===== config.mk =====
export PLATFORM = sky130hd
export DESIGN_NAME = icache_top
export DESIGN_NICKNAME = d
export VERILOG_FILES = /design/src/icache_pkg.sv /design/src/icache_ctrl.sv /design/src/icache_top.sv /design/src/icache_way.sv
export VERILOG_INCLUDE_DIRS = /design/src
export SDC_FILE = /design/constraint.sdc
export NUM_CORES = 1
export LEC_CHECK = 0
export BUFFER_PORTS_ARGS = -buffer_cell sky130_fd_sc_hd__buf_2
export CORE_MARGIN = 3
export CORE_UTILIZATION = 35
export CTS_CLUSTER_SIZE = 20
export DETAILED_ROUTE_END_ITERATION = 8
export GPL_ROUTABILITY_DRIVEN = 0
export SYNTH_ARGS = -nofsm -noshare
export SYNTH_HDL_FRONTEND = slang
export SYNTH_HIERARCHICAL = 1
export SYNTH_SLANG_ARGS = --single-unit
export TNS_END_PERCENT = 5

===== constraint.sdc =====
create_clock -name clk -period 13 [get_ports clk]
set_input_delay 0 -clock clk [delete_from_list [all_inputs] [get_ports clk]]
set_output_delay 0 -clock clk [all_outputs]
set_load 0.01 [all_outputs]

===== src/icache_defs.svh =====
`ifndef ICACHE_DEFS_SVH
`define ICACHE_DEFS_SVH

// processor side
`define ICACHE_ADDR_W       30  // word address
`define ICACHE_WORD_W       32

// memory side
`define ICACHE_BLOCK_ADDR_W 28  // tag followed by index
`define ICACHE_BLOCK_W      128 // four words per block

// address split from the top bit down into tag, index and offset
`define ICACHE_TAG_W        26
`define ICACHE_INDEX_W      2
`define ICACHE_OFFSET_W     2   // word within a block

// organisation
`define ICACHE_LINES        4   // lines per way
`define ICACHE_WAYS         2   // one lru bit per index only covers two

`endif


===== src/icache_pkg.sv =====
`default_nettype none

`include "icache_defs.svh"

package icache_pkg;

    typedef logic [`ICACHE_ADDR_W-1:0]       word_addr_t;  // processor word address
    typedef logic [`ICACHE_BLOCK_ADDR_W-1:0] block_addr_t; // memory block address
    typedef logic [`ICACHE_TAG_W-1:0]        tag_t;
    typedef logic [`ICACHE_INDEX_W-1:0]      index_t;
    typedef logic [`ICACHE_OFFSET_W-1:0]     offset_t;
    typedef logic [`ICACHE_WORD_W-1:0]       word_t;
    typedef logic [`ICACHE_BLOCK_W-1:0]      block_t;

    // miss handling
    typedef enum logic {
        S_IDLE,  // lookups from the processor address
        S_FETCH  // waiting on the memory block
    } ctrl_state_e;

endpackage

`default_nettype wire


===== src/icache_ctrl.sv =====
`timescale 1ns/1ps
`default_nettype none

`include "icache_defs.svh"

module icache_ctrl (
    input  wire                      clk,
    input  wire                      proc_reset,
    // processor
    input  wire                      proc_read_i,
    input  icache_pkg::word_addr_t   proc_addr_i,
    output logic                     proc_stall_o,
    output icache_pkg::word_t        proc_rdata_o,
    // memory
    output logic                     mem_read_o,
    output icache_pkg::block_addr_t  mem_addr_o,
    input  icache_pkg::block_t       mem_rdata_i,
    input  wire                      mem_ready_i,
    // ways
    output icache_pkg::word_addr_t   lookup_addr_o,
    input  wire                      way0_hit_i,
    input  wire                      way1_hit_i,
    input  icache_pkg::block_t       way0_block_i,
    input  icache_pkg::block_t       way1_block_i,
    output logic                     way0_fill_o,
    output logic                     way1_fill_o,
    output icache_pkg::block_t       fill_block_o
);

    icache_pkg::ctrl_state_e state_r, state_w;
    icache_pkg::word_addr_t  miss_addr_r;        // held for the whole fetch
    logic [`ICACHE_LINES-1:0] lru_r, lru_w;     // way to replace at each index

    icache_pkg::index_t  lookup_index;
    icache_pkg::offset_t lookup_offset;

    logic [`ICACHE_WAYS-1:0] way_hit;
    icache_pkg::block_t      way_block [`ICACHE_WAYS];
    icache_pkg::block_t      hit_block;

    logic idle;
    logic any_hit;
    logic read_hit;    // served this cycle
    logic read_miss;   // starts a fetch
    logic fill_done;   // block arrives, chosen way written

    // lookup follows the processor while idle, the miss address while fetching
    assign idle          = (state_r == icache_pkg::S_IDLE);
    assign lookup_addr_o = idle ? proc_addr_i : miss_addr_r;
    assign lookup_index  = lookup_addr_o[`ICACHE_OFFSET_W +: `ICACHE_INDEX_W];
    assign lookup_offset = lookup_addr_o[`ICACHE_OFFSET_W-1:0];

    assign way_hit      = {way1_hit_i, way0_hit_i};
    assign way_block[0] = way0_block_i;
    assign way_block[1] = way1_block_i;

    assign any_hit   = |way_hit;
    assign read_hit  = idle && proc_read_i && any_hit;
    assign read_miss = idle && proc_read_i && !any_hit;
    assign fill_done = (state_r == icache_pkg::S_FETCH) && mem_ready_i;

    // processor side
    assign proc_stall_o = proc_read_i && !(idle && any_hit);

    // and-or merge as at most one way hits
    always_comb begin
        hit_block = '0;
        for (int w = 0; w < `ICACHE_WAYS; w++) begin
            if (way_hit[w]) begin
                hit_block = hit_block | way_block[w];
            end
        end
    end

    assign proc_rdata_o = hit_block[lookup_offset*`ICACHE_WORD_W +: `ICACHE_WORD_W];

    // memory request drops in the ready cycle
    assign mem_read_o = read_miss || ((state_r == icache_pkg::S_FETCH) && !mem_ready_i);
    assign mem_addr_o = lookup_addr_o[`ICACHE_ADDR_W-1 -: `ICACHE_BLOCK_ADDR_W];

    // fill goes to the way the lru bit names
    assign way0_fill_o  = fill_done && !lru_r[lookup_index];
    assign way1_fill_o  = fill_done && lru_r[lookup_index];
    assign fill_block_o = mem_rdata_i;

    // next state
    always_comb begin
        state_w = state_r;
        case (state_r)
            icache_pkg::S_IDLE: begin
                if (read_miss) begin
                    state_w = icache_pkg::S_FETCH;
                end
            end
            icache_pkg::S_FETCH: begin
                if (mem_ready_i) begin
                    state_w = icache_pkg::S_IDLE; // lookup hits next cycle
                end
            end
            default: state_w = icache_pkg::S_IDLE;
        endcase
    end

    // lru points at the way not just used
    always_comb begin
        lru_w = lru_r;
        if (read_hit) begin
            lru_w[lookup_index] = way_hit[0]; // hit in way 0 -> replace way 1
        end else if (fill_done) begin
            lru_w[lookup_index] = !lru_r[lookup_index];
        end
    end

    always_ff @(posedge clk) begin
        if (proc_reset) begin
            state_r <= icache_pkg::S_IDLE;
            lru_r   <= '0;
        end else begin
            state_r <= state_w;
            lru_r   <= lru_w;
        end
    end

    always_ff @(posedge clk) begin
        if (read_miss) begin
            miss_addr_r <= proc_addr_i;
        end
    end

    // a block lives in at most one way
    single_way_hit: assert property (
        @(posedge clk) disable iff (proc_reset)
        !(way0_hit_i && way1_hit_i)
    ) else $error("both ways hit the same address");

    // request held steady until the memory answers
    mem_req_stable: assert property (
        @(posedge clk) disable iff (proc_reset)
        (mem_read_o && !mem_ready_i) |=> ((mem_read_o || mem_ready_i) && $stable(mem_addr_o))
    ) else $error("memory request changed before mem_ready_i");

endmodule

`default_nettype wire


===== src/icache_top.sv =====
`timescale 1ns/1ps
`default_nettype none

module icache_top (
    input  wire                      clk,
    input  wire                      proc_reset,
    // processor
    input  wire                      proc_read_i,
    input  icache_pkg::word_addr_t   proc_addr_i,
    output logic                     proc_stall_o,
    output icache_pkg::word_t        proc_rdata_o,
    // memory
    output logic                     mem_read_o,
    output icache_pkg::block_addr_t  mem_addr_o,
    input  icache_pkg::block_t       mem_rdata_i,
    input  wire                      mem_ready_i
);

    icache_pkg::word_addr_t lookup_addr;
    icache_pkg::block_t     fill_block;
    logic                   way0_hit, way1_hit;
    icache_pkg::block_t     way0_block, way1_block;
    logic                   way0_fill, way1_fill;

    icache_ctrl u_ctrl (
        .clk           (clk),
        .proc_reset    (proc_reset),
        .proc_read_i   (proc_read_i),
        .proc_addr_i   (proc_addr_i),
        .proc_stall_o  (proc_stall_o),
        .proc_rdata_o  (proc_rdata_o),
        .mem_read_o    (mem_read_o),
        .mem_addr_o    (mem_addr_o),
        .mem_rdata_i   (mem_rdata_i),
        .mem_ready_i   (mem_ready_i),
        .lookup_addr_o (lookup_addr),
        .way0_hit_i    (way0_hit),
        .way1_hit_i    (way1_hit),
        .way0_block_i  (way0_block),
        .way1_block_i  (way1_block),
        .way0_fill_o   (way0_fill),
        .way1_fill_o   (way1_fill),
        .fill_block_o  (fill_block)
    );

    icache_way u_way0 (
        .clk           (clk),
        .proc_reset    (proc_reset),
        .lookup_addr_i (lookup_addr),
        .fill_i        (way0_fill),
        .fill_block_i  (fill_block),
        .hit_o         (way0_hit),
        .block_o       (way0_block)
    );

    icache_way u_way1 (
        .clk           (clk),
        .proc_reset    (proc_reset),
        .lookup_addr_i (lookup_addr),
        .fill_i        (way1_fill),
        .fill_block_i  (fill_block),
        .hit_o         (way1_hit),
        .block_o       (way1_block)
    );

endmodule

`default_nettype wire


===== src/icache_way.sv =====
`timescale 1ns/1ps
`default_nettype none

`include "icache_defs.svh"

module icache_way (
    input  wire                 clk,
    input  wire                 proc_reset,
    input  icache_pkg::word_addr_t lookup_addr_i,
    input  wire                 fill_i,
    input  icache_pkg::block_t  fill_block_i,
    output logic                hit_o,
    output icache_pkg::block_t  block_o
);

    // tag and index of the lookup address
    icache_pkg::tag_t   lookup_tag;
    icache_pkg::index_t lookup_index;

    // line storage
    logic [`ICACHE_LINES-1:0] valid_r;
    icache_pkg::tag_t         tag_r   [`ICACHE_LINES];
    icache_pkg::block_t       block_r [`ICACHE_LINES];

    assign lookup_tag   = lookup_addr_i[`ICACHE_ADDR_W-1 -: `ICACHE_TAG_W];
    assign lookup_index = lookup_addr_i[`ICACHE_OFFSET_W +: `ICACHE_INDEX_W];

    // tag compare at the addressed line
    assign hit_o   = valid_r[lookup_index] && (tag_r[lookup_index] == lookup_tag);
    assign block_o = block_r[lookup_index];

    // valid bits come up cleared
    always_ff @(posedge clk) begin
        if (proc_reset) begin
            valid_r <= '0;
        end else if (fill_i) begin
            valid_r[lookup_index] <= 1'b1;
        end
    end

    // tag and block written on a fill
    always_ff @(posedge clk) begin
        if (fill_i) begin
            tag_r[lookup_index]   <= lookup_tag;
            block_r[lookup_index] <= fill_block_i;
        end
    end

    // a fill returns the controller to idle and the next cycle is a lookup
    fill_single_cycle: assert property (
        @(posedge clk) disable iff (proc_reset)
        fill_i |=> !fill_i
    ) else $error("way fill held for two cycles");

    // refill of an already resident tag would leave a duplicate in the other way
    fill_only_on_miss: assert property (
        @(posedge clk) disable iff (proc_reset)
        fill_i |-> !hit_o
    ) else $error("way fill of a line that already hits");

endmodule

`default_nettype wire


# Word-level counts from Yosys, hierarchy flattened
# Memory sizes are Yosys's and may differ from the RTL's.
# Cells that the tools add are included.
totals:
  output_inout_bits: 62
  elab_cells: 59
  reg_bits: 43
  inputBits: 162
  memories: 4
  ramBits: 1232
op_classes:
  reduce_logical: 19
  muxes: 22
  eq_ne: 2
  magnitude_cmp: 2
  shift: 1
  bitwise_logic: 4
mem_list:
  columns: ["memory", "depth", "word_bits", "read_ports", "rd_ports_with_merged_regs", "write_ports", "line_no", "source"]
  rows:
  - ["u_way0.block_r", 4, 128, 1, 0, 1, "icache_way.sv:23", "icache_pkg::block_t block_r [`ICACHE_LINES];"]
  - ["u_way1.block_r", 4, 128, 1, 0, 1, "icache_way.sv:23", null]
  - ["u_way0.tag_r", 4, 26, 1, 0, 1, "icache_way.sv:22", "icache_pkg::tag_t tag_r [`ICACHE_LINES];"]
  - ["u_way1.tag_r", 4, 26, 1, 0, 1, "icache_way.sv:22", null]
ops:
  columns: ["cell", "count"]
  rows:
  - ["$mux W128", 2]
  - ["$or A128 B128 Y128", 1]
  - ["$shiftx A128 B8 Y32", 1]
  - ["$eq A26 B26 Y1", 2]
  - ["$mux W30", 1]
  - ["$logic_and A1 B1 Y1", 12]
  - ["$mux W1", 10]
  - ["$bwmux W4", 2]
  - ["$mux W4", 2]
  - ["$or A4 B4 Y4", 2]
  - ["$bmux W1 S2", 3]
  - ["$logic_not A1 Y1", 4]
  - ["$lt A2 B3 Y1 const B", 1]
  - ["$demux W1 S2", 1]
  - ["$ge A2 B1 Y1 const B", 1]
  - ["$pmux W1 S2", 1]
  - ["$reduce_bool A2 Y1", 1]
  - ["$reduce_or A2 Y1", 1]
  - ["$logic_or A1 B1 Y1", 1]
  - ["$not A1 Y1", 1]

# Logic depth before layout (Yosys ltp)
logic_depth:
  ltp_word: 9
  mapped_depth: 17
  depth_no_buf: 11

# By module
# The synthesis kept the hierarchy.
by_module_without_submodules:
  columns: ["module", "cells_each", "instances", "seq_area_each_um2", "area_per_inst_um2"]
  rows:
  - ["icache_way (u_way1)", 899, 1, 18577.8, 22818.1]
  - ["icache_way (u_way0)", 887, 1, 18577.8, 22749.3]
  - ["icache_ctrl", 739, 1, 1001.0, 4951.0]

# Worst setup path before layout
# No wires, ideal clock.
synth_timing:
  path_kind: "register to register"
  startpoint: "register u_ctrl.state_r"
  endpoint: "memory u_way1/block_r[0][0] (netlist name) (enable)"
  setup_ns: 0.890
  required_ns: 12.110
  path_stages_with_launch: 11
  t_arrival_ns: 13.352
  path_slack_ns: -1.242
  n_path_buf: 8
  path_cell_list: "dfxtp_1 -> buf_6 -> buf_6 -> clkbuf_1 -> mux2_2 -> clkbuf_8 -> buf_2 -> buf_2 -> buf_2 -> buf_2 -> nor3b_1"
synth_via:
  elab_chain_len: 6
  elab_cells_between_ends: 7
synth_lines:
  columns: ["element", "line_no", "source"]
  rows:
  - ["start, declared", "icache_ctrl.sv:30", "icache_pkg::ctrl_state_e state_r, state_w;"]
  - ["start signal, assigned", "icache_ctrl.sv:116", "state_r <= icache_pkg::S_IDLE;"]
  - ["start signal, assigned", "icache_ctrl.sv:119", "state_r <= state_w;"]
  - ["$mux W30 *", "icache_ctrl.sv:49", "assign lookup_addr_o = idle ? proc_addr_i : miss_addr_r;"]
  - ["named net lookup_addr[3]", "icache_top.sv:19", "icache_pkg::word_addr_t lookup_addr;"]
  - ["$bmux W1 S2", "icache_ctrl.sv:83", "assign way1_fill_o = fill_done && lru_r[lookup_index];"]
  - ["$mux W1 (not written as such)", "icache_ctrl.sv:83", null]
  - ["$logic_and A1 B1 Y1", "icache_ctrl.sv:83", null]
  - ["$mux W1", "icache_way.sv:43", "if (fill_i) begin"]
  - ["$mux W1 (not written as such)", "icache_way.sv:45", "block_r[lookup_index] <= fill_block_i;"]
  - ["end, declared", "icache_way.sv:23", null]
# The timed path passes the listed nets; every way through them passes the cells marked *. The select of a mux whose other input is x is not followed.

# Final worst setup path
layout_timing:
  startpoint: "register u_ctrl.miss_addr_r[2]"
  endpoint: "output proc_rdata_o[16]"
layout_via:
  elab_cells_between_ends: 17
layout_lines:
  columns: ["element", "line_no", "source"]
  rows:
  - ["start, declared", "icache_ctrl.sv:31", "icache_pkg::word_addr_t miss_addr_r;"]
  - ["start signal, assigned", "icache_ctrl.sv:126", "miss_addr_r <= proc_addr_i;"]
  - ["$mux W30", "icache_ctrl.sv:49", null]
  - ["$mem_v2 Z4 W128", null, null]
  - ["named net way1_block[112]", "icache_top.sv:22", "icache_pkg::block_t way0_block, way1_block;"]
  - ["$or A128 B128 Y128", "icache_ctrl.sv:70", "hit_block = hit_block | way_block[w];"]
  - ["$mux W128", "icache_ctrl.sv:69", "if (way_hit[w]) begin"]
  - ["$shiftx A128 B8 Y32", "icache_ctrl.sv:75", "assign proc_rdata_o = hit_block[lookup_offset*`ICACHE_WORD_W +: `ICACHE_WORD_W];"]
  - ["end, declared", "icache_top.sv:11", "output icache_pkg::word_t proc_rdata_o,"]
# The timed path passes the listed nets, and every way through them passes these cells. The select of a mux whose other input is x is not followed.

==> flow_summary.toml <==
[synthesis]
synth.area.mux_share_pct = 14.5
synth_top_family_by_area = "multiplexers"
synth_top_area_share_pct = 75.0
synthCells = 2525
syn_nets = 2687
yosys.area_share.simple_pct = 3.51
synth_compound_area_share_pct = 2.01
synth_area_leaders = "edfxtp_1 (75%), mux4_2 (13%), buf_4 (2.4%)"
synth_area_leader_cell = "edfxtp_1"
synth_edf_count = 1262
synth_xor_area_share_pct = 0.815
yosysWarnings = 6
syn_area_per_cell_sq_um = 20.0
synth_cell_types = 62
synthArstFlopShare_pct = 0
synthAdderAreaFrac_pct = 0
synth_common_cells = "edfxtp_1 (1262), mux4_2 (281), nand2_1 (268)"
synth_ff_type = "edfxtp_1"
yosysMostFrequentCell = "edfxtp_1"
seq_area_frac_synth_pct = 75.5
ys_ff_latch = 1275
synth_area_sq_mm = 0.0505

[power_and_ir_drop]
peakVddDrop_mv = 0.119
pwr-share-seq_pct = 53.4
p_sw_share_pct = 21.7
p_leak_nw = 18.8
intPower_mw = 6.73
power_mw = 8.60
powerDensity_mw_per_mm2 = 148
comb_power_share_pct = 7.4
clkPwrFrac_pct = 39.2
power_switching_mw = 1.87

[placed_design]
portBuffers = 223
placed_area_sq_mm = 0.0526
hpwlAfterDp_mm = 71.3

[sta]
fin_skew_ns = 0.0714
setup_viol_count_final = 0
report.final.hold_viol_count = 0
fin_crit_ns = 6.29
finalCritPeriodShare_pct = 48.4
maxSlewHeadroom_pct = 25.6
slew_viol_final = 0
clock.fmax_mhz = 159
fin_tns_setup_ns = 0
hold_slack_ns = 0.0610
worst_pin_slew_ns = 1.12
rsz0062_at_grt = "false"

[clocking]
ctsLongestPathBuffers = 3
clock_sink_count = 1275
htree_levels = 3
clk_latency_ns = 0.74
clockRootBuffer = "clkbuf_16"
numCtsBuffers = 118
tritoncts = "yes"
clkTransAtPathRegs_ns = 0.06
cts_setup_buffers = 0

[floorplan]
die-area_sq_mm = 0.149
start_util_pct = 35.5
rows = 138
die_h_um = 386
core_area_sq_mm = 0.142
io_pins = 224
die_x_um = 386

[min_path]
hold_class = "in2reg"
whs_path_depth = 2

[drt]
via_per_inst = 5.10
routed_wl_mm = 123
vias = 24600
drc = 0
drt-pass1-iter-count = 5
ant_nets = 0
drtIter0Drc = 2096
avgRoutedWirePerCell_um = 25.5

[final_layout]
final_area_sq_mm = 0.0582
final_util_pct = 40.9
final_nets = 2976
drive_gt1_share_pct = 26.0
area_delta_synth_final_pct = 15.3

[worst_setup_path]
end_kind = "output port"
critPathRequiredTime_ns = 13.00
path_class = "reg2out"
path_max_fanout = 109
reg2regPathDepth = 6
critPathLaunchType = "flip-flop"
cp_data_arrival_time_ns = 6.29

[job]
drv_cap = 0

[grt]
grt_use_total_pct = 16.4
grt_max_degree = 143
gr-total-overflow = 0
grt_pass1_vias = 25000
antenna_found_initial = 24
grt_pass1_wl_mm = 178

[run_status]
outcome = "finished, final reports clean"
==> cells in the final DEF (no fill, tap or decap), types with 4 or more instances in the layout <==
master         synthesis  routed
clkinvlp_4             0       5
xnor2_1               11      11
o21ai_0               10      10
o22ai_1                5       5
mux2i_1               36      36
buf_12                 3       5
buf_2                 50     223
clkbuf_1              42      29
dlygate4sd3_1          0     182
or3_1                  4       4
clkinv_1               0      33
or4_1                 32      32
mux4_2               281     281
clkbuf_16              0     118
clkinv_2               0      14
diode_2                0      10
nor4_1                 4       4
xor2_1                36      36
a21oi_1              132     132
nand2b_1               4       4
buf_4                161      35
bufinv_16              0      10
mux4_1                10      10
edfxtp_1            1262    1262
nor4_2                 4       4
mux2_2                28      27
nor2_1                34      32
o221ai_1               4       4
nor2b_1                5       5
dfxtp_1               13      12
nand2_1              268     265
==> metrics by stage <==
step | cells | setup WS, ns
3_5_place_dp | 4402 | 7.18
6_report | 4813 | 6.71
2_1_floorplan | 2525 | -1.03
5_1_grt | 4804 | 6.07
3_3_place_gp | 4402 | 7.17
4_1_cts | 4803 | 6.44
==> registers in the layout, indices dropped and copies added (netlist names) <==
| register | flops |
|---|---|
| u_way1/block_r | 512 |
| u_way1/tag_r | 104 |
| u_way1/valid_r | 4 |
| u_ctrl/miss_addr_r | 30 |
| u_ctrl/lru_r | 4 |
| u_way0/block_r | 512 |
| u_ctrl/state_r | 1 |
| u_way0/valid_r | 4 |
| u_way0/tag_r | 104 |
==> kinds of logic after synthesis <==
logic type,Yosys count
flip-flops,1275
buffers and inverters,281
AO/OA/AOI/OAI,177
XOR/XNOR,47
AND/OR/NAND/NOR,388
multiplexers,357
==> worst paths after layout <==
path	startpoint	end	slack (ns)
min reg2reg	u_way1/valid_r[0]	u_way1/valid_r[0]	0.47
min	proc_addr_i[26]	u_ctrl/miss_addr_r[26]	0.06
max	u_ctrl/miss_addr_r[2]	proc_rdata_o[16]	6.71
max reg2reg	u_ctrl/state_r	u_way0/block_r[3][87]	8.13
==> power groups by stage <==
stage	clock (mW)	sequential, mW	combinational [mW]
global placement	0	4.67	0.593
floorplan	0	4.68	0.453
CTS	3.45	4.59	0.653
finish	3.37	4.59	0.637
global route	3.62	4.59	0.692
detailed placement	0	4.68	0.598
==> final cells by class <==
type                            instances  area [sq um]
Inverter                                5          21.3
Sequential cell                      1275         38200
Multi-Input combinational cell        969         10600
Tap cell                             1890          2360
Timing Repair Buffer                  445          3300
Clock inverter                         70           671
Antenna cell                           10          25.0
Clock buffer                          149          3090
Fill cell                           12600         84200
==> worst max-delay path, stage by stage, from the launching register on <==
cell and delay (ns):
edfxtp_1 0.42, nand2_1 0.14, nand2_4 0.09, buf_12 0.55
buf_4 0.76, buf_4 0.81, buf_4 0.89, mux4_2 0.61
nand2_1 0.08, a21oi_1 0.07, or4_1 0.71, buf_2 0.21
==> metal layers <==
metal,vias up,wire length [um],track usage (%)
met5,-,33,0
met1,13100,50700,21.8
met4,6,2770,4.02
met3,159,6530,2.75
met2,743,62800,28.0
li1,10600,-,-
==> repair_timing <==
| action | CTS | global route |
|---|---|---|
| hold endpoints to repair | 1277 | 0 |
| gates resized for setup | 0 | 0 |
| hold buffers | 182 | 0 |
Note: power is estimated with default switching activity, not from simulation.
